--- config.mk ---
export PLATFORM = sky130hd
export DESIGN_NAME = audio_mixer_top
export DESIGN_NICKNAME = d
export VERILOG_FILES = /design/src/hw/mix_pkg.sv /design/src/hw/audio_mixer_top.sv /design/src/hw/mix_compressor.sv /design/src/hw/mix_master_volume.sv /design/src/hw/mix_regs.sv /design/src/hw/mix_source_scale.sv /design/src/hw/mix_sum_clamp.sv
export SDC_FILE = /design/constraint.sdc
export NUM_CORES = 1
export LEC_CHECK = 0
export ABC_AREA = 1
export BUFFER_PORTS_ARGS = -buffer_cell sky130_fd_sc_hd__buf_2
export CORE_ASPECT_RATIO = 2
export CORE_MARGIN = 2
export CORE_UTILIZATION = 47
export DETAILED_ROUTE_END_ITERATION = 16
export PLACE_DENSITY = 0.63
export SLEW_MARGIN = 20
export SYNTH_ARGS = -nofsm -noshare
export SYNTH_HDL_FRONTEND = slang
export SYNTH_HIERARCHICAL = 1
export SYNTH_SLANG_ARGS = --single-unit
export TNS_END_PERCENT = 20
--- constraint.sdc ---
create_clock -name clk_sys -period 5.3 [get_ports clk_sys]
set_clock_uncertainty 0.15 [all_clocks]
set_input_delay 1.06 -clock clk_sys [delete_from_list [all_inputs] [get_ports clk_sys]]
set_output_delay 1.06 -clock clk_sys [all_outputs]
set_load 0.01 [all_outputs]
--- src/hw/mix_pkg.sv ---
// Audio mixer shared definitions

package mix_pkg;

	//////////////////////
	// Sample types
	//////////////////////

	parameter int SAMPLE_W = 16;

	typedef logic signed [SAMPLE_W-1:0] sample_t;
	// Sum word that also carries the Sound Blaster input
	typedef logic [SAMPLE_W:0]          wide_sample_t;
	typedef logic [4:0]                 vol_t;
	typedef logic [1:0]                 spk_vol_t;
	// 0 off, 1 is 2x, 2 and 3 are 4x
	typedef logic [1:0]                 boost_t;

	// Register word addresses
	localparam logic [1:0] REG_MASTER = 2'd0;
	localparam logic [1:0] REG_MIDI   = 2'd1;
	localparam logic [1:0] REG_LINE   = 2'd2;
	localparam logic [1:0] REG_CTRL   = 2'd3;

	//////////////////////
	// Compressor curves
	//////////////////////

	localparam int COMP_F1 = 4;
	localparam int COMP_A1 = 2;
	localparam int COMP_F2 = 8;
	localparam int COMP_A2 = 4;

	// Knee points where both slopes reach full scale together
	localparam int COMP_X1 = ((2**(SAMPLE_W-1) - 1) * (COMP_F1 - 1)) / (COMP_F1 * COMP_A1 - 1);
	localparam int COMP_B1 = COMP_X1 * COMP_A1;
	localparam int COMP_X2 = ((2**(SAMPLE_W-1) - 1) * (COMP_F2 - 1)) / (COMP_F2 * COMP_A2 - 1);
	localparam int COMP_B2 = COMP_X2 * COMP_A2;

	// Input strobe to output strobe, in clock cycles
	localparam int PIPE_LATENCY = 7;

	// Code 0 mutes and others shift right by 15 minus the upper four bits
	function automatic sample_t apply_volume(sample_t smp, vol_t vol);
		logic [3:0] shift;
		shift = ~vol[4:1];
		if (vol == '0) begin
			return '0;
		end
		return smp >>> shift;
	endfunction

endpackage

--- src/hw/audio_mixer_top.sv ---
// Audio output mixer
`timescale 1ns/10ps

module audio_mixer_top
	import mix_pkg::*;
#(
	parameter int SAMPLE_W = mix_pkg::SAMPLE_W
)
(
	input  logic         clk_sys,
	input  logic         reset,

	input  logic         in_valid,
	input  wide_sample_t sb_l,
	input  wide_sample_t sb_r,
	input  logic         speaker,
	input  sample_t      midi_l,
	input  sample_t      midi_r,
	input  sample_t      cd_l,
	input  sample_t      cd_r,

	input  logic         wb_cyc,
	input  logic         wb_stb,
	input  logic         wb_we,
	input  logic [1:0]   wb_adr,
	input  logic [15:0]  wb_dat_w,
	output logic [15:0]  wb_dat_r,
	output logic         wb_ack,

	output logic         out_valid,
	output sample_t      audio_l,
	output sample_t      audio_r
);

	vol_t         vol_l, vol_r;
	vol_t         midi_vol_l, midi_vol_r;
	vol_t         line_vol_l, line_vol_r;
	spk_vol_t     spk_vol;
	logic [1:0]   spk_boost;
	boost_t       boost;
	logic         cd_en, line_in_sel, line_en, midi_mute;

	logic         s1_valid, s2_valid, s3_valid;
	wide_sample_t s1_sb_l, s1_sb_r, s1_spk;
	sample_t      s1_midi_l, s1_midi_r, s1_cd_l, s1_cd_r;
	sample_t      mix_l, mix_r;
	sample_t      comp_l, comp_r, raw_l, raw_r;

	mix_regs i_mix_regs (
		.clk_sys, .reset,
		.wb_cyc, .wb_stb, .wb_we, .wb_adr, .wb_dat_w, .wb_dat_r, .wb_ack,
		.vol_l, .vol_r, .midi_vol_l, .midi_vol_r, .line_vol_l, .line_vol_r,
		.spk_vol, .spk_boost, .boost, .cd_en, .line_in_sel, .line_en, .midi_mute
	);

	//////////////////////
	// Sample pipeline
	//////////////////////

	mix_source_scale #(.SAMPLE_W(SAMPLE_W)) i_mix_source_scale (
		.clk_sys, .reset,
		.in_valid, .sb_l, .sb_r, .speaker, .midi_l, .midi_r, .cd_l, .cd_r,
		.midi_vol_l, .midi_vol_r, .line_vol_l, .line_vol_r, .line_in_sel, .line_en,
		.spk_vol, .spk_boost, .cd_en, .midi_mute,
		.s1_valid, .sb_l_o(s1_sb_l), .sb_r_o(s1_sb_r), .spk_o(s1_spk),
		.midi_l_o(s1_midi_l), .midi_r_o(s1_midi_r), .cd_l_o(s1_cd_l), .cd_r_o(s1_cd_r)
	);

	mix_sum_clamp #(.SAMPLE_W(SAMPLE_W)) i_mix_sum_clamp (
		.clk_sys, .reset,
		.s1_valid, .sb_l(s1_sb_l), .sb_r(s1_sb_r), .spk(s1_spk),
		.midi_l(s1_midi_l), .midi_r(s1_midi_r), .cd_l(s1_cd_l), .cd_r(s1_cd_r),
		.s2_valid, .mix_l, .mix_r
	);

	mix_compressor #(.SAMPLE_W(SAMPLE_W)) i_mix_compressor (
		.clk_sys, .reset,
		.s2_valid, .mix_l, .mix_r, .boost,
		.s3_valid, .comp_l, .comp_r, .raw_l, .raw_r
	);

	mix_master_volume i_mix_master_volume (
		.clk_sys, .reset,
		.s3_valid, .comp_l, .comp_r, .raw_l, .raw_r, .boost, .vol_l, .vol_r,
		.out_valid, .audio_l, .audio_r
	);

endmodule

--- src/hw/mix_compressor.sv ---
// Audio boost soft compressor
`timescale 1ns/10ps

module mix_compressor
	import mix_pkg::*;
#(
	parameter int SAMPLE_W = mix_pkg::SAMPLE_W
)
(
	input  logic    clk_sys,
	input  logic    reset,

	input  logic    s2_valid,
	input  sample_t mix_l,
	input  sample_t mix_r,
	input  boost_t  boost,

	output logic    s3_valid,
	output sample_t comp_l,
	output sample_t comp_r,
	output sample_t raw_l,
	output sample_t raw_r
);

	sample_t    mix_in [2];
	logic [3:0] valid_pipe;

	assign mix_in[0] = mix_l;
	assign mix_in[1] = mix_r;

	always_ff @(posedge clk_sys) begin
		if (reset) begin
			valid_pipe <= '0;
		end else begin
			valid_pipe <= {valid_pipe[2:0], s2_valid};
		end
	end

	assign s3_valid = valid_pipe[3];

	for (genvar ch = 0; ch < 2; ch++) begin : g_chan
		logic [SAMPLE_W-1:0] mag;
		logic [SAMPLE_W-1:0] curve1;
		logic [SAMPLE_W-1:0] curve2;
		logic [SAMPLE_W-1:0] sel;
		logic                sign1;
		logic                sign2;
		logic                sign3;
		sample_t             raw1;
		sample_t             raw2;
		sample_t             raw3;
		sample_t             comp_q;
		sample_t             raw_q;

		always_ff @(posedge clk_sys) begin
			// Magnitude where -32768 maps to 32768 unsigned
			mag   <= mix_in[ch][SAMPLE_W-1] ? -mix_in[ch] : mix_in[ch];
			sign1 <= mix_in[ch][SAMPLE_W-1];
			raw1  <= mix_in[ch];

			// Both curves in parallel
			curve1 <= (mag < COMP_X1) ? SAMPLE_W'(mag * COMP_A1) :
				SAMPLE_W'((mag - COMP_X1) / COMP_F1 + COMP_B1);
			curve2 <= (mag < COMP_X2) ? SAMPLE_W'(mag * COMP_A2) :
				SAMPLE_W'((mag - COMP_X2) / COMP_F2 + COMP_B2);
			sign2  <= sign1;
			raw2   <= raw1;

			// 4x curve for boost 2 and 3
			sel   <= boost[1] ? curve2 : curve1;
			sign3 <= sign2;
			raw3  <= raw2;

			comp_q <= sign3 ? -sel : sel;
			raw_q  <= raw3;
		end
	end

	assign comp_l = g_chan[0].comp_q;
	assign comp_r = g_chan[1].comp_q;
	assign raw_l  = g_chan[0].raw_q;
	assign raw_r  = g_chan[1].raw_q;

endmodule

--- src/hw/mix_master_volume.sv ---
// Master volume output stage
`timescale 1ns/10ps

module mix_master_volume
	import mix_pkg::*;
(
	input  logic    clk_sys,
	input  logic    reset,

	input  logic    s3_valid,
	input  sample_t comp_l,
	input  sample_t comp_r,
	input  sample_t raw_l,
	input  sample_t raw_r,
	input  boost_t  boost,
	input  vol_t    vol_l,
	input  vol_t    vol_r,

	output logic    out_valid,
	output sample_t audio_l,
	output sample_t audio_r
);

	// Cycles since reset, one bit per pipeline stage
	logic [PIPE_LATENCY-1:0] reset_hist;

	always_ff @(posedge clk_sys) begin
		if (reset) begin
			out_valid  <= 1'b0;
			reset_hist <= '1;
		end else begin
			out_valid  <= s3_valid;
			reset_hist <= reset_hist << 1;
		end
	end

	always_ff @(posedge clk_sys) begin
		audio_l <= apply_volume((boost != '0) ? comp_l : raw_l, vol_l);
		audio_r <= apply_volume((boost != '0) ? comp_r : raw_r, vol_r);
	end

	// A sample needs the full pipeline depth to reach the output
	a_min_latency: assert property (@(posedge clk_sys) disable iff (reset)
		(|reset_hist) |-> !out_valid);

endmodule

--- src/hw/mix_regs.sv ---
// Mixer control registers
`timescale 1ns/10ps

module mix_regs
	import mix_pkg::*;
(
	input  logic        clk_sys,
	input  logic        reset,

	input  logic        wb_cyc,
	input  logic        wb_stb,
	input  logic        wb_we,
	input  logic [1:0]  wb_adr,
	input  logic [15:0] wb_dat_w,
	output logic [15:0] wb_dat_r,
	output logic        wb_ack,

	output vol_t        vol_l,
	output vol_t        vol_r,
	output vol_t        midi_vol_l,
	output vol_t        midi_vol_r,
	output vol_t        line_vol_l,
	output vol_t        line_vol_r,
	output spk_vol_t    spk_vol,
	output logic [1:0]  spk_boost,
	output boost_t      boost,
	output logic        cd_en,
	output logic        line_in_sel,
	output logic        line_en,
	output logic        midi_mute
);

	// New request, not yet acknowledged
	logic access;

	assign access = wb_cyc && wb_stb && !wb_ack;

	always_ff @(posedge clk_sys) begin
		if (reset) begin
			wb_ack      <= 1'b0;
			vol_l       <= '0;
			vol_r       <= '0;
			midi_vol_l  <= '0;
			midi_vol_r  <= '0;
			line_vol_l  <= '0;
			line_vol_r  <= '0;
			spk_vol     <= '0;
			spk_boost   <= '0;
			boost       <= '0;
			cd_en       <= 1'b0;
			line_in_sel <= 1'b0;
			line_en     <= 1'b0;
			midi_mute   <= 1'b0;
		end else begin
			wb_ack <= access;
			if (access && wb_we) begin
				case (wb_adr)
					REG_MASTER: begin
						vol_l <= wb_dat_w[4:0];
						vol_r <= wb_dat_w[12:8];
					end
					REG_MIDI: begin
						midi_vol_l <= wb_dat_w[4:0];
						midi_vol_r <= wb_dat_w[12:8];
					end
					REG_LINE: begin
						line_vol_l <= wb_dat_w[4:0];
						line_vol_r <= wb_dat_w[12:8];
					end
					REG_CTRL: begin
						spk_vol     <= wb_dat_w[1:0];
						spk_boost   <= wb_dat_w[3:2];
						boost       <= wb_dat_w[5:4];
						cd_en       <= wb_dat_w[6];
						line_in_sel <= wb_dat_w[7];
						line_en     <= wb_dat_w[8];
						midi_mute   <= wb_dat_w[9];
					end
				endcase
			end
		end
	end

	// Read data lines up with ack
	always_ff @(posedge clk_sys) begin
		if (access) begin
			case (wb_adr)
				REG_MASTER: wb_dat_r <= {3'b000, vol_r, 3'b000, vol_l};
				REG_MIDI:   wb_dat_r <= {3'b000, midi_vol_r, 3'b000, midi_vol_l};
				REG_LINE:   wb_dat_r <= {3'b000, line_vol_r, 3'b000, line_vol_l};
				REG_CTRL:   wb_dat_r <= {6'b000000, midi_mute, line_en, line_in_sel, cd_en,
					boost, spk_boost, spk_vol};
			endcase
		end
	end

	// Every ack answers a request held in the previous cycle
	a_ack_follows_req: assert property (@(posedge clk_sys) disable iff (reset)
		wb_ack |-> $past(wb_cyc && wb_stb && !wb_ack));

endmodule

--- src/hw/mix_source_scale.sv ---
// Mixer source scaling stage
`timescale 1ns/10ps

module mix_source_scale
	import mix_pkg::*;
#(
	parameter int SAMPLE_W = mix_pkg::SAMPLE_W
)
(
	input  logic         clk_sys,
	input  logic         reset,

	input  logic         in_valid,
	input  wide_sample_t sb_l,
	input  wide_sample_t sb_r,
	input  logic         speaker,
	input  sample_t      midi_l,
	input  sample_t      midi_r,
	input  sample_t      cd_l,
	input  sample_t      cd_r,

	input  vol_t         midi_vol_l,
	input  vol_t         midi_vol_r,
	input  vol_t         line_vol_l,
	input  vol_t         line_vol_r,
	input  logic         line_in_sel,
	input  logic         line_en,
	input  spk_vol_t     spk_vol,
	input  logic [1:0]   spk_boost,
	input  logic         cd_en,
	input  logic         midi_mute,

	output logic         s1_valid,
	output wide_sample_t sb_l_o,
	output wide_sample_t sb_r_o,
	output wide_sample_t spk_o,
	output sample_t      midi_l_o,
	output sample_t      midi_r_o,
	output sample_t      cd_l_o,
	output sample_t      cd_r_o
);

	// Speaker base bit is 11 for a 16-bit output
	localparam int SPK_BASE = SAMPLE_W - 5;

	logic [SAMPLE_W:0] spk_placed;
	logic [SAMPLE_W:0] spk_word;
	vol_t              midi_code_l;
	vol_t              midi_code_r;

	//////////////////////
	// Speaker
	//////////////////////

	assign spk_placed = {{SAMPLE_W{1'b0}}, speaker} << (SPK_BASE + int'(spk_boost));
	assign spk_word   = spk_placed >> (2'd3 - spk_vol);

	// Line volume replaces MIDI volume when line-in is selected
	assign midi_code_l = line_in_sel ? (line_en ? line_vol_l : '0) : midi_vol_l;
	assign midi_code_r = line_in_sel ? (line_en ? line_vol_r : '0) : midi_vol_r;

	always_ff @(posedge clk_sys) begin
		if (reset) begin
			s1_valid <= 1'b0;
		end else begin
			s1_valid <= in_valid;
		end
	end

	always_ff @(posedge clk_sys) begin
		sb_l_o   <= sb_l;
		sb_r_o   <= sb_r;
		spk_o    <= spk_word;
		midi_l_o <= midi_mute ? '0 : apply_volume(midi_l, midi_code_l);
		midi_r_o <= midi_mute ? '0 : apply_volume(midi_r, midi_code_r);
		cd_l_o   <= cd_en ? cd_l : '0;
		cd_r_o   <= cd_en ? cd_r : '0;
	end

endmodule

--- src/hw/mix_sum_clamp.sv ---
// Mixer sum and saturation stage
`timescale 1ns/10ps

module mix_sum_clamp
	import mix_pkg::*;
#(
	parameter int SAMPLE_W = mix_pkg::SAMPLE_W
)
(
	input  logic         clk_sys,
	input  logic         reset,

	input  logic         s1_valid,
	input  wide_sample_t sb_l,
	input  wide_sample_t sb_r,
	input  wide_sample_t spk,
	input  sample_t      midi_l,
	input  sample_t      midi_r,
	input  sample_t      cd_l,
	input  sample_t      cd_r,

	output logic         s2_valid,
	output sample_t      mix_l,
	output sample_t      mix_r
);

	// Sum in one extra bit, then saturate on overflow
	function automatic sample_t sum_clamp(wide_sample_t sb, wide_sample_t spk_w,
		sample_t midi, sample_t cd);
		logic [SAMPLE_W:0] sum;
		sum = sb + spk_w + {midi[SAMPLE_W-1], midi} + {cd[SAMPLE_W-1], cd};
		if (sum[SAMPLE_W] != sum[SAMPLE_W-1]) begin
			return {sum[SAMPLE_W], {(SAMPLE_W-1){~sum[SAMPLE_W]}}};
		end
		return sum[SAMPLE_W-1:0];
	endfunction

	always_ff @(posedge clk_sys) begin
		if (reset) begin
			s2_valid <= 1'b0;
		end else begin
			s2_valid <= s1_valid;
		end
	end

	always_ff @(posedge clk_sys) begin
		mix_l <= sum_clamp(sb_l, spk, midi_l, cd_l);
		mix_r <= sum_clamp(sb_r, spk, midi_r, cd_r);
	end

endmodule

Word level (Yosys, flattened, before mapping)
Index checks and enable logic that the tools add are counted.

word-level totals
  flip-flop bits (word level) = 537
  bits of input ports = 123

cells by class
  add/sub/neg operators = 20
  magnitude comparators = 4
  eq/ne operators = 5
  shifts and indexed selects = 6
  mux-type cells = 35
  bitwise gates (word level) = 6
  reductions and logical operators = 14

operators by type and width
  cell                                                                             count
  16-bit two-way mux                                                               22
  17-bit adder                                                                     6
  16-bit by 15-bit adder with 16-bit output (second input constant)                4
  16-bit negation                                                                  4
  16-bit one-hot mux with 4 select lines                                           1
  16-bit by 4-bit >>> shifter with 16-bit output                                   4
  16-bit by 13-bit subtractor with 17-bit output (second input constant)           2
  16-bit by 14-bit subtractor with 17-bit output (second input constant)           2
  16-bit by 13-bit less-than comparator with 1-bit output (second input constant)  2
  16-bit by 14-bit less-than comparator with 1-bit output (second input constant)  2
  1-bit by 32-bit << shifter with 17-bit output                                    1
  15-bit two-way mux                                                               2
  5-bit zero test                                                                  4
  5-bit two-way mux                                                                4
  17-bit by 2-bit right shift with 17-bit output                                   1
  4-bit NOT                                                                        4
  2-bit AND reduction                                                              4
  1-bit two-way mux                                                                6
  4-bit by 2-bit adder with 5-bit output (first input constant)                    1
  2-bit equality test (second input constant)                                      2
  1-bit logical AND                                                                3
  2-bit by 1-bit equality test with 1-bit output (second input constant)           1
  2-bit zero test                                                                  1
  1-bit != test                                                                    2
  4 further kinds                                                                  5

Depth between registers and ports, before layout
Gate-level depths: netlist of run 1.

  word-level depth = 6
  mapped depth = 18
  depth with buffers taken out = 17

Hierarchy
Netlist of run 1, hierarchy kept.

modules (own cells, without submodules)
  module             times used  cells an instance  area an instance (um^2)
  mix_compressor     1           1176               10531.4
  mix_sum_clamp      1           691                4814.6
  mix_source_scale   1           639                4594.4
  mix_master_volume  1           465                2582.5
  mix_regs           1           324                2423.6

Worst setup path before layout of run 1
No wires, ideal clock.

  kind = reg-to-reg
  from = reg i_mix_source_scale.sb_l_o[3]
  to = reg i_mix_sum_clamp.mix_l[5]
  arrival = 2.612 ns
  required time = 5.038 ns
  path slack = 2.425 ns
  cell stages (with the launch flop) = 16
  buffers on the path = 1
  clock period less this slack = 2.875 ns
  cell sequence = dfxtp_1 inv_1 fa_1 fa_1 inv_1 ha_1 or2_1 nand3_1 nand2_2 nand2_2 nand3_1 nand2_2 nand2_4 buf_6 nand2_1 nand2_1

between the ends
  longest elaborated chain between the ends = 6

RTL lines
  what                                                            RTL line                                  RTL
  from (decl)                                                     mix_source_scale.sv:34                    output wide_sample_t sb_l_o,
  from (signal assigned)                                          mix_source_scale.sv:71                    sb_l_o <= sb_l;
  17-bit adder * (3 in series)                                    mix_sum_clamp.sv:31                       sum = sb + spk_w + {midi[SAMPLE_W-1], midi} + {cd[SAMPLE_W-1], cd};
  1-bit != test / 1-bit NOT (equally long branches)               mix_sum_clamp.sv:32, mix_sum_clamp.sv:33
  1-bit two-way mux / 16-bit two-way mux (equally long branches)  mix_sum_clamp.sv:32                       if (sum[SAMPLE_W] != sum[SAMPLE_W-1]) begin
  16-bit two-way mux *                                            mix_sum_clamp.sv:35                       return sum[SAMPLE_W-1:0];
  to (signal assigned)                                            mix_sum_clamp.sv:47                       mix_l <= sum_clamp(sb_l, spk, midi_l, cd_l);
  to (decl)                                                       mix_sum_clamp.sv:23                       output sample_t mix_l,

Mark *: on every way between the ends. The rest lies on a longest branch, timed or not. The select of a mux whose other input is x is not followed.
A chain may end at the register's enable or synchronous reset.

Final worst setup path of run 1
  from = reg i_mix_regs.line_in_sel
  to = reg i_mix_source_scale.midi_r_o[0]

between the ends
  longest elaborated chain between the ends = 4

RTL lines
  what                                                                                        RTL line                      RTL
  from (decl)                                                                                 mix_regs.sv:28                output logic line_in_sel,
  from (signal assigned)                                                                      mix_regs.sv:75                line_in_sel <= wb_dat_w[7];
  5-bit two-way mux *                                                                         mix_source_scale.sv:60        assign midi_code_r = line_in_sel ? (line_en ? line_vol_r : '0) : midi_vol_r;
  4-bit NOT / 5-bit zero test (equally long branches)                                         mix_pkg.sv:46, mix_pkg.sv:47
  16-bit by 4-bit >>> shifter with 16-bit output / 1-bit two-way mux (equally long branches)  mix_pkg.sv:50, mix_pkg.sv:47
  16-bit two-way mux *                                                                        mix_pkg.sv:50                 return smp >>> shift;
  to (signal assigned)                                                                        mix_source_scale.sv:75        midi_r_o <= midi_mute ? '0 : apply_volume(midi_r, midi_code_r);
  to (decl)                                                                                   mix_source_scale.sv:38        output sample_t midi_r_o,

Mark *: on every way between the ends. The rest lies on a longest branch, timed or not.

==> results of run 1 <==
==> area by class of cell <==
type                    count  area, um2  area share [%]
inverters                 466       1750            6.34
flip-flops and latches    520      10500            38.1
clock buffers              59       1290            4.68
repair buffers            176        918            3.32
multi-input cells        2204      12000            43.5
clock inverters            28        282            1.02
well taps                 665        832            3.01
==> worst register-to-register path, stage by stage, from the launching register on <==
cell	delay, ns
dfxtp_1	0.85
nand3_1	0.74
nand2_2	0.53
nand2_1	0.13
nand2_1	0.08
nand2_1	0.07
nand2_1	0.10
nand2_1	0.08
a21oi_1	0.23
nor2_1	0.08
==> routing by layer <==
metal	share of wire [%]	vias to the layer above	GRT usage, %
li1	-	10562	-
met1	35	9529	22.1
met2	57	545	48.0
met3	3.6	154	2.60
met4	4.7	2	11.2
met5	0.022	-	0
==> state kept, by name, summed over array words and instances (netlist names), 17 cells and up <==
| signal | count |
|---|---|
| i_mix_compressor/g_chan.curve2 | 32 |
| i_mix_source_scale/sb_r_o | 17 |
| i_mix_compressor/g_chan.sel | 32 |
| i_mix_compressor/g_chan.raw1 | 32 |
| i_mix_compressor/g_chan.raw3 | 32 |
| i_mix_compressor/g_chan.raw2 | 32 |
| i_mix_compressor/g_chan.curve1 | 32 |
| i_mix_compressor/g_chan.mag | 30 |
| i_mix_source_scale/sb_l_o | 17 |
==> cell families after synthesis <==
kind of cell	after synthesis	synth area share (%)
AND/OR/NAND/NOR	1757	31.6
buffers and inverters	578	9.58
flip-flops	520	42.3
AO/OA/AOI/OAI	214	4.72
adder cells (fa/ha/maj)	105	7.19
XOR/XNOR	87	3.13
multiplexers	32	1.44
other	2	0.0301
==> cell usage in the layout, fill, tap and decap left out, types with 7 or more instances in the layout <==
master / synthesis / routed
clkbuf_1: 24 / 7
fa_1: 64 / 64
ha_1: 41 / 41
edfxtp_1: 13 / 13
clkbuf_16: 0 / 49
buf_2: 36 / 166
nor3_1: 14 / 14
a21oi_1: 109 / 109
nand2_1: 900 / 900
inv_2: 37 / 38
nor4_1: 7 / 7
nand4_1: 63 / 63
a31oi_1: 9 / 9
clkinv_2: 0 / 9
o21ai_1: 14 / 14
o21ai_0: 63 / 63
nand3_2: 19 / 19
nor2_2: 11 / 10
nand3_1: 407 / 407
inv_1: 425 / 424
dfxtp_1: 507 / 507
mux2_2: 32 / 32
xnor2_1: 23 / 23
buf_4: 26 / 9
nor2_4: 10 / 11
nand2_2: 63 / 63
conb_1: 2 / 9
nor2_1: 227 / 227
xor2_1: 63 / 63
nand2_4: 14 / 14
==> through the flow <==
step / setup slack, ns / util, % / hold WS [ns] / area (um2) / total power, mW
2_1_floorplan: 2.43 / - / 0.160 / 25000 / 9.62
3_3_place_gp: 2.12 / 49.6 / 0.162 / 26100 / 10.7
3_5_place_dp: 2.12 / 49.6 / 0.162 / 26100 / 10.8
4_1_cts: 2.10 / 52.6 / 0.174 / 27600 / 14.3
5_1_grt: 1.91 / 52.6 / 0.178 / 27700 / 15.3
6_report: 2.14 / 52.6 / 0.176 / 27700 / 14.2
==> worst paths after layout <==
path,endpoint,depth (start not counted)
max,i_mix_source_scale/midi_r_o[0],9
min,i_mix_compressor/g_chan[1].raw3[12],0
max reg2reg,i_mix_source_scale/midi_r_o[0],9
min reg2reg,i_mix_compressor/g_chan[1].raw3[12],0
==> power by group <==
| group | internal, mW | switching (mW) | total [mW] |
|---|---|---|---|
| registers | 5.18 | 0.744 | 5.92 |
| logic | 1.74 | 3.12 | 4.86 |
| clock network | 1.92 | 1.53 | 3.45 |
| total | 8.84 | 5.39 | 14.2 |
==> impl_metrics.toml, run 1 <==
[yosys]
netlist_area_um2 = 24900
synth_top_flop_cell = "dfxtp_1"
synth_most_common_cell = "nand2_1"
synth_top_cells_by_count = "nand2_1 (900), dfxtp_1 (507), inv_1 (425)"
synth_area_per_cell_um2 = 7.57
ys_top_cells_by_area = "dfxtp_1 (41%), nand2_1 (14%), nand3_1 (8.2%)"
netlist_instances = 3295
synth.distinct_cells = 54
synth_warnings = 6
yosysTopAreaCellShare_pct = 40.7
synth-edff-count = 13
async_flop_share_pct = 0
synth_seq_area_share_pct = 42.3
synth.largest_area_cell = "dfxtp_1"
ys_ff_latch = 520

[final_layout]
final_cells = 4118
nets = 3644
fillers = 5139
drive_above_1_share_pct = 13.6
num_antenna_cells = 0
areaGrowthSynthToFinish_pct = 10.9

[setup_path]
r2r-start = "i_mix_regs/line_in_sel"
max_stage_delay_ns = 0.85
path_buf_inv = 0
required_ns = 5.60
cp.arrival_ns = 3.47
cp_top_family = "simple AND/OR/NAND/NOR gates"
crit_path_start = "i_mix_regs/line_in_sel"
rrSetupSlack_ns = 2.14
cp-start-kind = "register"
end_kind = "register"
critical-path-slowest-cell = "dfxtp_1"
setup.worst_path.class = "reg -> reg"
worst_path_most_repeated_cell = "nand2_1"
crit_chain = "nand3_1 > nand2_2 > nand2_1 > nand2_1 > nand2_1 > nand2_1 > nand2_1 > a21oi_1 > nor2_1"
cp_max_fo = 16

[cts]
cts_num_sinks = 520
clockBufferDepth = 3
ctsResizeCount = 0
clock_latency_ns = 0.57
post_cts.repair.setup_buffers = 0
clk_pin_slew_ns = 0.07
postCtsHoldBufs = 0
cts-root-buf = "clkbuf_16"
h-tree-depth = 2
numCtsBuffers = 48
cts_tree = "built"

[global_routing]
first_global_vias = 21017
antenna_found_initial = 1
overflow = 0
grt_pass1_wl_um = 103000
grt_max_degree = 54
grtUsageTotal_pct = 23.2

[sta]
max_slew.worst_pin.slew_ns = 0.913
rsz0062_at_grt = "false"
relSlewSlack_pct = 39.0
final-max-slew-violation-count = 0
max_freq_mhz = 316
report.final.setup_viol = 0
finalHoldViolations = 0
fin_crit_sh_pct = 59.7
fin_crit_ns = 3.16
fin_tns_setup_ns = 0

[floorplanning]
ios = 173
start_util_pct = 47.5
die_h_um = 330
die_area_um2 = 55000
core_area_um2 = 52600
rows = 119
die_w_um = 167

[detailed_routing]
wire_per_inst_um = 15.6
vias_per_cell = 5.05
routed_wl_um = 64400
dr.pass1.iters = 5
route.detailed.drc = 0
drt_iter0_drc = 1213
antenna_left = 0
vias = 20792

[power]
powerDensity_nw_per_um2 = 515
p_leak_nw = 13.5
peakVddDrop_uv = 346

[job]
cap_violations = 0

[placed_design]
io_buffers = 166
hpwl_um = 51500
gp_congestion = 0.943
place_inst = 4030

[worst_hold_path]
hp-class = "reg -> reg"
min_from = "i_mix_compressor/g_chan[1].raw2[12]"

[status]
status = "completed"
Power figures use the tool's default switching activity.
==> run 2: changes to the inputs <==
==> constraint.sdc (replaced) <==
create_clock -name clk_sys -period 3 [get_ports clk_sys]
set_clock_uncertainty 0.15 [all_clocks]
set_input_delay 0.6 -clock clk_sys [delete_from_list [all_inputs] [get_ports clk_sys]]
set_output_delay 0.6 -clock clk_sys [all_outputs]
set_load 0.01 [all_outputs]
==> run 2 against run 1 <==
  * The flow now finishes with violations (negative setup slack)
  * Largest power group unchanged
  * Combinational power increased by 90%
  * Register-to-register slack got worse by 2.1 ns
  * Critical path depth increased by 6
  * Cell count increased by 2.5%
  * Sequential share of layout area decreased by 2.0 points
  * Sequential power increased by 76%
==> impl_metrics.toml, run 2 (synthesized netlist as in run 1, its figures left out) <==
[global_routing]
antenna_found_initial = 1
grt_max_degree = 41
first_global_vias = 21281
grtUsageTotal_pct = 23.8
grt_use_met3_pct = 2.64
overflow = 0
use_met1_pct = 22.6
busiest_layer = "met2"
grt_pass1_wl_um = 105000
grt_util_met2_pct = 49.2

[power]
p_leak_nw = 14.1
peakVddDrop_uv = 556
powerDensity_nw_per_um2 = 884
power_mw = 25.8

[floorplanning]
ios = 173
rows = 119
core_area_um2 = 52600
die_area_um2 = 55000
die_h_um = 330
start_util_pct = 47.5
die_w_um = 167

[final_layout]
fin_util_pct = 55.6
drive_above_1_share_pct = 18.0
areaGrowthSynthToFinish_pct = 17.1
final_cell_mix = "nand2_1 (855), dfxtp_1 (502), inv_1 (418), nand3_1 (405), nor2_1 (225)"
seqCellArea_um2 = 10500
multi_input_area_um2 = 12700
fillers = 4982
layout_commonest_cell = "nand2_1"
nets = 3748

[cts]
cts_tree = "built"
clockBufferDepth = 3
cts-root-buf = "clkbuf_16"
cts_num_sinks = 520
clk_pin_slew_ns = 0.07
clock_latency_ns = 0.59
h-tree-depth = 2
numCtsBuffers = 45

[sta]
finalHoldViolations = 0
final-max-slew-violation-count = 0
max_slew.worst_pin.slew_ns = 0.768
fin_hold_ws_ns = 0.0470
fin_tns_setup_ns = -0.00677
relSlewSlack_pct = 48.8
fin_crit_sh_pct = 100
rsz0062_at_grt = "true"
max_freq_mhz = 333
fin_crit_ns = 3.01
report.final.setup_viol = 2
setup_ws_ns = -0.00525

[setup_path]
cp_max_fo = 8
cp.arrival_ns = 3.33
required_ns = 3.32
setup.worst_path.class = "reg -> reg"
rrSetupSlack_ns = -0.005
cp-start-kind = "register"
end_kind = "register"

[detailed_routing]
wire_per_inst_um = 15.9
dr.pass1.iters = 6
vias_per_cell = 5.08
antenna_left = 0
routed_wl_um = 66900
route.detailed.drc = 0
vias = 21440
drt_iter0_drc = 1405

[job]
cap_violations = 0

[placed_design]
dp_slack_ns = -0.0833
gp_congestion = 0.957
hpwl_um = 52600
io_buffers = 166

[status]
violations = "negative setup slack"
status = "finished, violations left"

[worst_hold_path]
hp-class = "in -> reg"
## run 2: stage by stage
stage	instance area, um2	instances
global placement	26600	4094
detailed placement	26600	4094
CTS	28700	4209
finish	29200	4220
floorplan	25000	3302
global route	29200	4219
## run 2: what timing repair did
item | in CTS | in global routing
setup buffers | 0 | 6
resized for setup | 23 | 114
endpoints found under the setup margin | 30 | 30
pin swaps | 1 | 53
hold buffers | 34 | 0
cloned | 0 | 4
endpoints found under the hold margin | 34 | 0
## run 2: critical path, cell delays in order, from the launching register on
cell and delay [ns]:
dfxtp_1 0.32, inv_1 0.06, fa_1 0.56, fa_1 0.41, inv_1 0.10, ha_4 0.22
nand2_1 0.09, inv_1 0.07, nand2_1 0.06, nand2_1 0.09, a21oi_2 0.19, nand3_1 0.15
nand2_4 0.17, inv_6 0.07, nand2_8 0.10, nand2_1 0.07
## run 2: final cells by class
cell class	count	area share, %
multi-input cells	2208	43.5
well taps	665	2.85
diodes	1	0.00857
repair buffers	279	6.04
flip-flops and latches	520	36.1
clock inverters	25	1.06
inverters	466	6.07
clock buffers	56	4.34
## run 2: worst paths after layout
kind              cells past startpoint                                   to                           startpoint
hold reg to reg                       0  i_mix_compressor/g_chan[0].raw3[14]  i_mix_compressor/g_chan[0].raw2[14]
setup reg to reg                     15             i_mix_sum_clamp/mix_r[3]        i_mix_source_scale/sb_r_o[10]
hold / removal                        3        i_mix_source_scale/cd_r_o[13]                             cd_r[13]
setup / recovery                     15             i_mix_sum_clamp/mix_r[3]        i_mix_source_scale/sb_r_o[10]
## run 2: per-layer routing
metal	vias to the layer above	wire length, um
met3	183	2450
li1	10758	-
met4	0	3310
met5	-	0
met2	634	38200
met1	9865	22900
## run 2: report_power, final
| group | internal [mW] | leakage, nW | total (mW) | switching [mW] |
|---|---|---|---|---|
| Combinational | 3.47 | 8.93 | 9.25 | 5.78 |
| Clock | 3.48 | 0.778 | 6.13 | 2.65 |
| Sequential | 9.15 | 4.35 | 10.4 | 1.30 |
==> run 3: changes to the inputs <==
--- a/config.mk
+++ b/config.mk
@@ -12,6 +12,7 @@
 export CORE_UTILIZATION = 47
 export DETAILED_ROUTE_END_ITERATION = 16
 export PLACE_DENSITY = 0.63
+export RECOVER_POWER = 100
 export SLEW_MARGIN = 20
 export SYNTH_ARGS = -nofsm -noshare
 export SYNTH_HDL_FRONTEND = slang
==> run 3 against run 2 <==
  * The flow finishes with violations (max-capacitance violations, max-slew violations, negative setup slack)
  * Sequential share of layout area up 0.25 points
  * Final area down 0.68%
  * Total power down 0.67%
  * Largest power group unchanged
  * Utilization down 0.38 points
  * Clock-buffer cell count unchanged
  * Combinational power down 2%
  * Maximum frequency about the same
  * Critical path depth unchanged
  * Via count down 0.20%
==> impl_metrics.toml, run 3 (synthesized netlist as in run 1, its figures left out) <==
[status]
status = "finished, violations left"
violations = "max-capacitance violations, max-slew violations, negative setup slack"

[global_routing]
grtUsageTotal_pct = 23.8
first_global_vias = 21281
overflow = 0
grt_max_degree = 41
grt_pass1_wl_um = 105000
antenna_found_initial = 1

[job]
cap_violations = 2

[placed_design]
io_buffers = 166
gp_congestion = 0.957
dp_slack_ns = -0.0833
post_dp_cell_area_um2 = 26600
hpwl_um = 52600

[worst_hold_path]
hp-class = "in -> reg"
whs_path_depth = 3
hold_end = "i_mix_source_scale/cd_r_o[13]"
min_from = "cd_r[13]"

[setup_path]
max_stage_delay_ns = 0.56
cp-start-kind = "register"
crit_chain = "inv_1 > fa_1 > fa_1 > inv_1 > ha_4 > nand2_1 > inv_1 > nand2_1 > nand2_1 > a21oi_2 > nand3_1 > nand2_4 > inv_6 > nand2_4 > nand2_1"
end_kind = "register"
reg2reg_depth = 15
required_ns = 3.32
cp.arrival_ns = 3.33
r2r-end = "i_mix_sum_clamp/mix_r[1]"
r2r-start = "i_mix_source_scale/sb_r_o[10]"
path_buf_inv = 4
setup.worst_path.class = "reg -> reg"
critical-path-slowest-cell = "fa_1"
cp_top_family = "adder cells"
worst_path_most_repeated_cell = "nand2_1"
cp_max_fo = 7
rrSetupSlack_ns = -0.007

[sta]
max_freq_mhz = 333
fin_crit_ns = 3.01
final-max-slew-violation-count = 60
rsz0062_at_grt = "true"
max_slew.worst_pin.slew_ns = 1.69
relSlewSlack_pct = -12.6
finalHoldViolations = 0
report.final.setup_viol = 2
fin_crit_sh_pct = 100
setup_ws_ns = -0.00705

[power]
power_mw = 25.7
swShare_pct = 37.6
p_int_mw = 16.0
powerDensity_nw_per_um2 = 884
switchingPower_mw = 9.65
p_leak_nw = 13.8
p_clk_share_pct = 23.9
peakVddDrop_uv = 556
power_frac_comb_pct = 35.4
seq_power_share_pct = 40.7

[detailed_routing]
routed_wl_um = 67000
dr.pass1.iters = 5
dr_wl_met2_um = 38100
wl_met1_um = 23000
vias = 21398
vias_per_cell = 5.07
wire_per_inst_um = 15.9
drt_iter0_drc = 1439
antenna_left = 0
route.detailed.drc = 0
dr_wl_met3_um = 2500
topRoutingLayerUsed = "met4"

[final_layout]
nets = 3748
final_cell_mix = "nand2_1 (867), dfxtp_1 (502), inv_1 (426), nand3_1 (408), nor2_1 (230)"
areaGrowthSynthToFinish_pct = 16.3
fillers = 5046
layout_commonest_cell = "nand2_1"
final_area_um2 = 29000
drive_above_1_share_pct = 15.3

[cts]
h-tree-depth = 2
cts_tree = "built"
clk_pin_slew_ns = 0.07
numCtsBuffers = 45
clockBufferDepth = 3
cts-root-buf = "clkbuf_16"
clock_latency_ns = 0.59
cts_num_sinks = 520

[floorplanning]
core_area_um2 = 52600
die_h_um = 330
die_w_um = 167
rows = 119
start_util_pct = 47.5
ios = 173
die_area_um2 = 55000
-- run 3: changes by cell type in the layout (fill, tap and decap cells not counted), moves of 5 or more --
cell / delta
clkbuf_1: +64
buf_2: -54
buf_4: -12
nand2_1: +12
nand2_2: -10
inv_2: -9
inv_1: +8
o21ai_0: +6
o21ai_1: -6
nor2_1: +5
-- run 3: worst min-delay path: stages --
cell     delay, ns
buf_2         0.07
nand2_1       0.04
inv_1         0.04
-- run 3: how the worst max path moves through the flow --
| stage | from | slack (ns) | cells after the start | endpoint |
|---|---|---|---|---|
| after floorplan | i_mix_source_scale/sb_l_o[3] | 0.13 | 15 | i_mix_sum_clamp/mix_l[5] |
| after global placement | i_mix_source_scale/sb_l_o[13] | -0.03 | 15 | i_mix_sum_clamp/mix_l[14] |
| after detailed placement | i_mix_source_scale/sb_l_o[13] | -0.08 | 15 | i_mix_sum_clamp/mix_l[4] |
| after CTS | i_mix_source_scale/sb_r_o[13] | 0.0007 | 15 | i_mix_sum_clamp/mix_r[3] |
| after global routing | i_mix_source_scale/sb_r_o[4] | -0.15 | 15 | i_mix_sum_clamp/mix_r[3] |
| final | i_mix_source_scale/sb_r_o[10] | -0.007 | 15 | i_mix_sum_clamp/mix_r[1] |
-- run 3: metal layers --
metal / vias up / track usage (%)
li1: 10756 / -
met4: 0 / 11.6
met1: 9874 / 22.6
met3: 185 / 2.64
met2: 583 / 49.2
met5: - / 0
-- run 3: power by group through the flow --
| stage | Clock (mW) | Sequential (mW) | Combinational [mW] |
|---|---|---|---|
| after floorplan | 0 | 9.97 | 7.02 |
| after detailed placement | 0 | 10.6 | 8.75 |
| after global routing | 6.54 | 10.7 | 10.3 |
| after global placement | 0 | 10.6 | 8.57 |
| final | 6.13 | 10.4 | 9.09 |
| after CTS | 6.27 | 10.5 | 8.92 |
-- run 3: metrics by stage --
step           utilization [%]  TNS [ns]  std cells  hold slack, ns
2_1_floorplan                -         0       3302           0.160
3_3_place_gp              50.5    -0.441       4094           0.160
3_5_place_dp              50.5     -1.03       4094           0.162
4_1_cts                   54.5         0       4209          0.0138
5_1_grt                   55.2     -3.77       4219          0.0347
6_report                  55.2  -0.00975       4220          0.0476
-- run 3: area by class of cell --
class | count | area (um2) | share of cell area [%]
well taps | 665 | 832 | 2.87
diodes | 1 | 2.50 | 0.00863
flip-flops and latches | 520 | 10500 | 36.4
inverters | 466 | 1770 | 6.11
clock inverters | 25 | 309 | 1.07
repair buffers | 279 | 1650 | 5.70
multi-input cells | 2208 | 12600 | 43.5
clock buffers | 56 | 1270 | 4.37
-- run 3: repair_timing --
| action | in CTS | in global routing |
|---|---|---|
| pin swaps | 1 | 53 |
| gates resized for setup | 23 | 114 |
| buffers inserted | 0 | 6 |
| cloned | 0 | 4 |
| hold endpoints to repair | 34 | 0 |
| endpoints found under the setup margin | 30 | 30 |
| hold buffers | 34 | 0 |
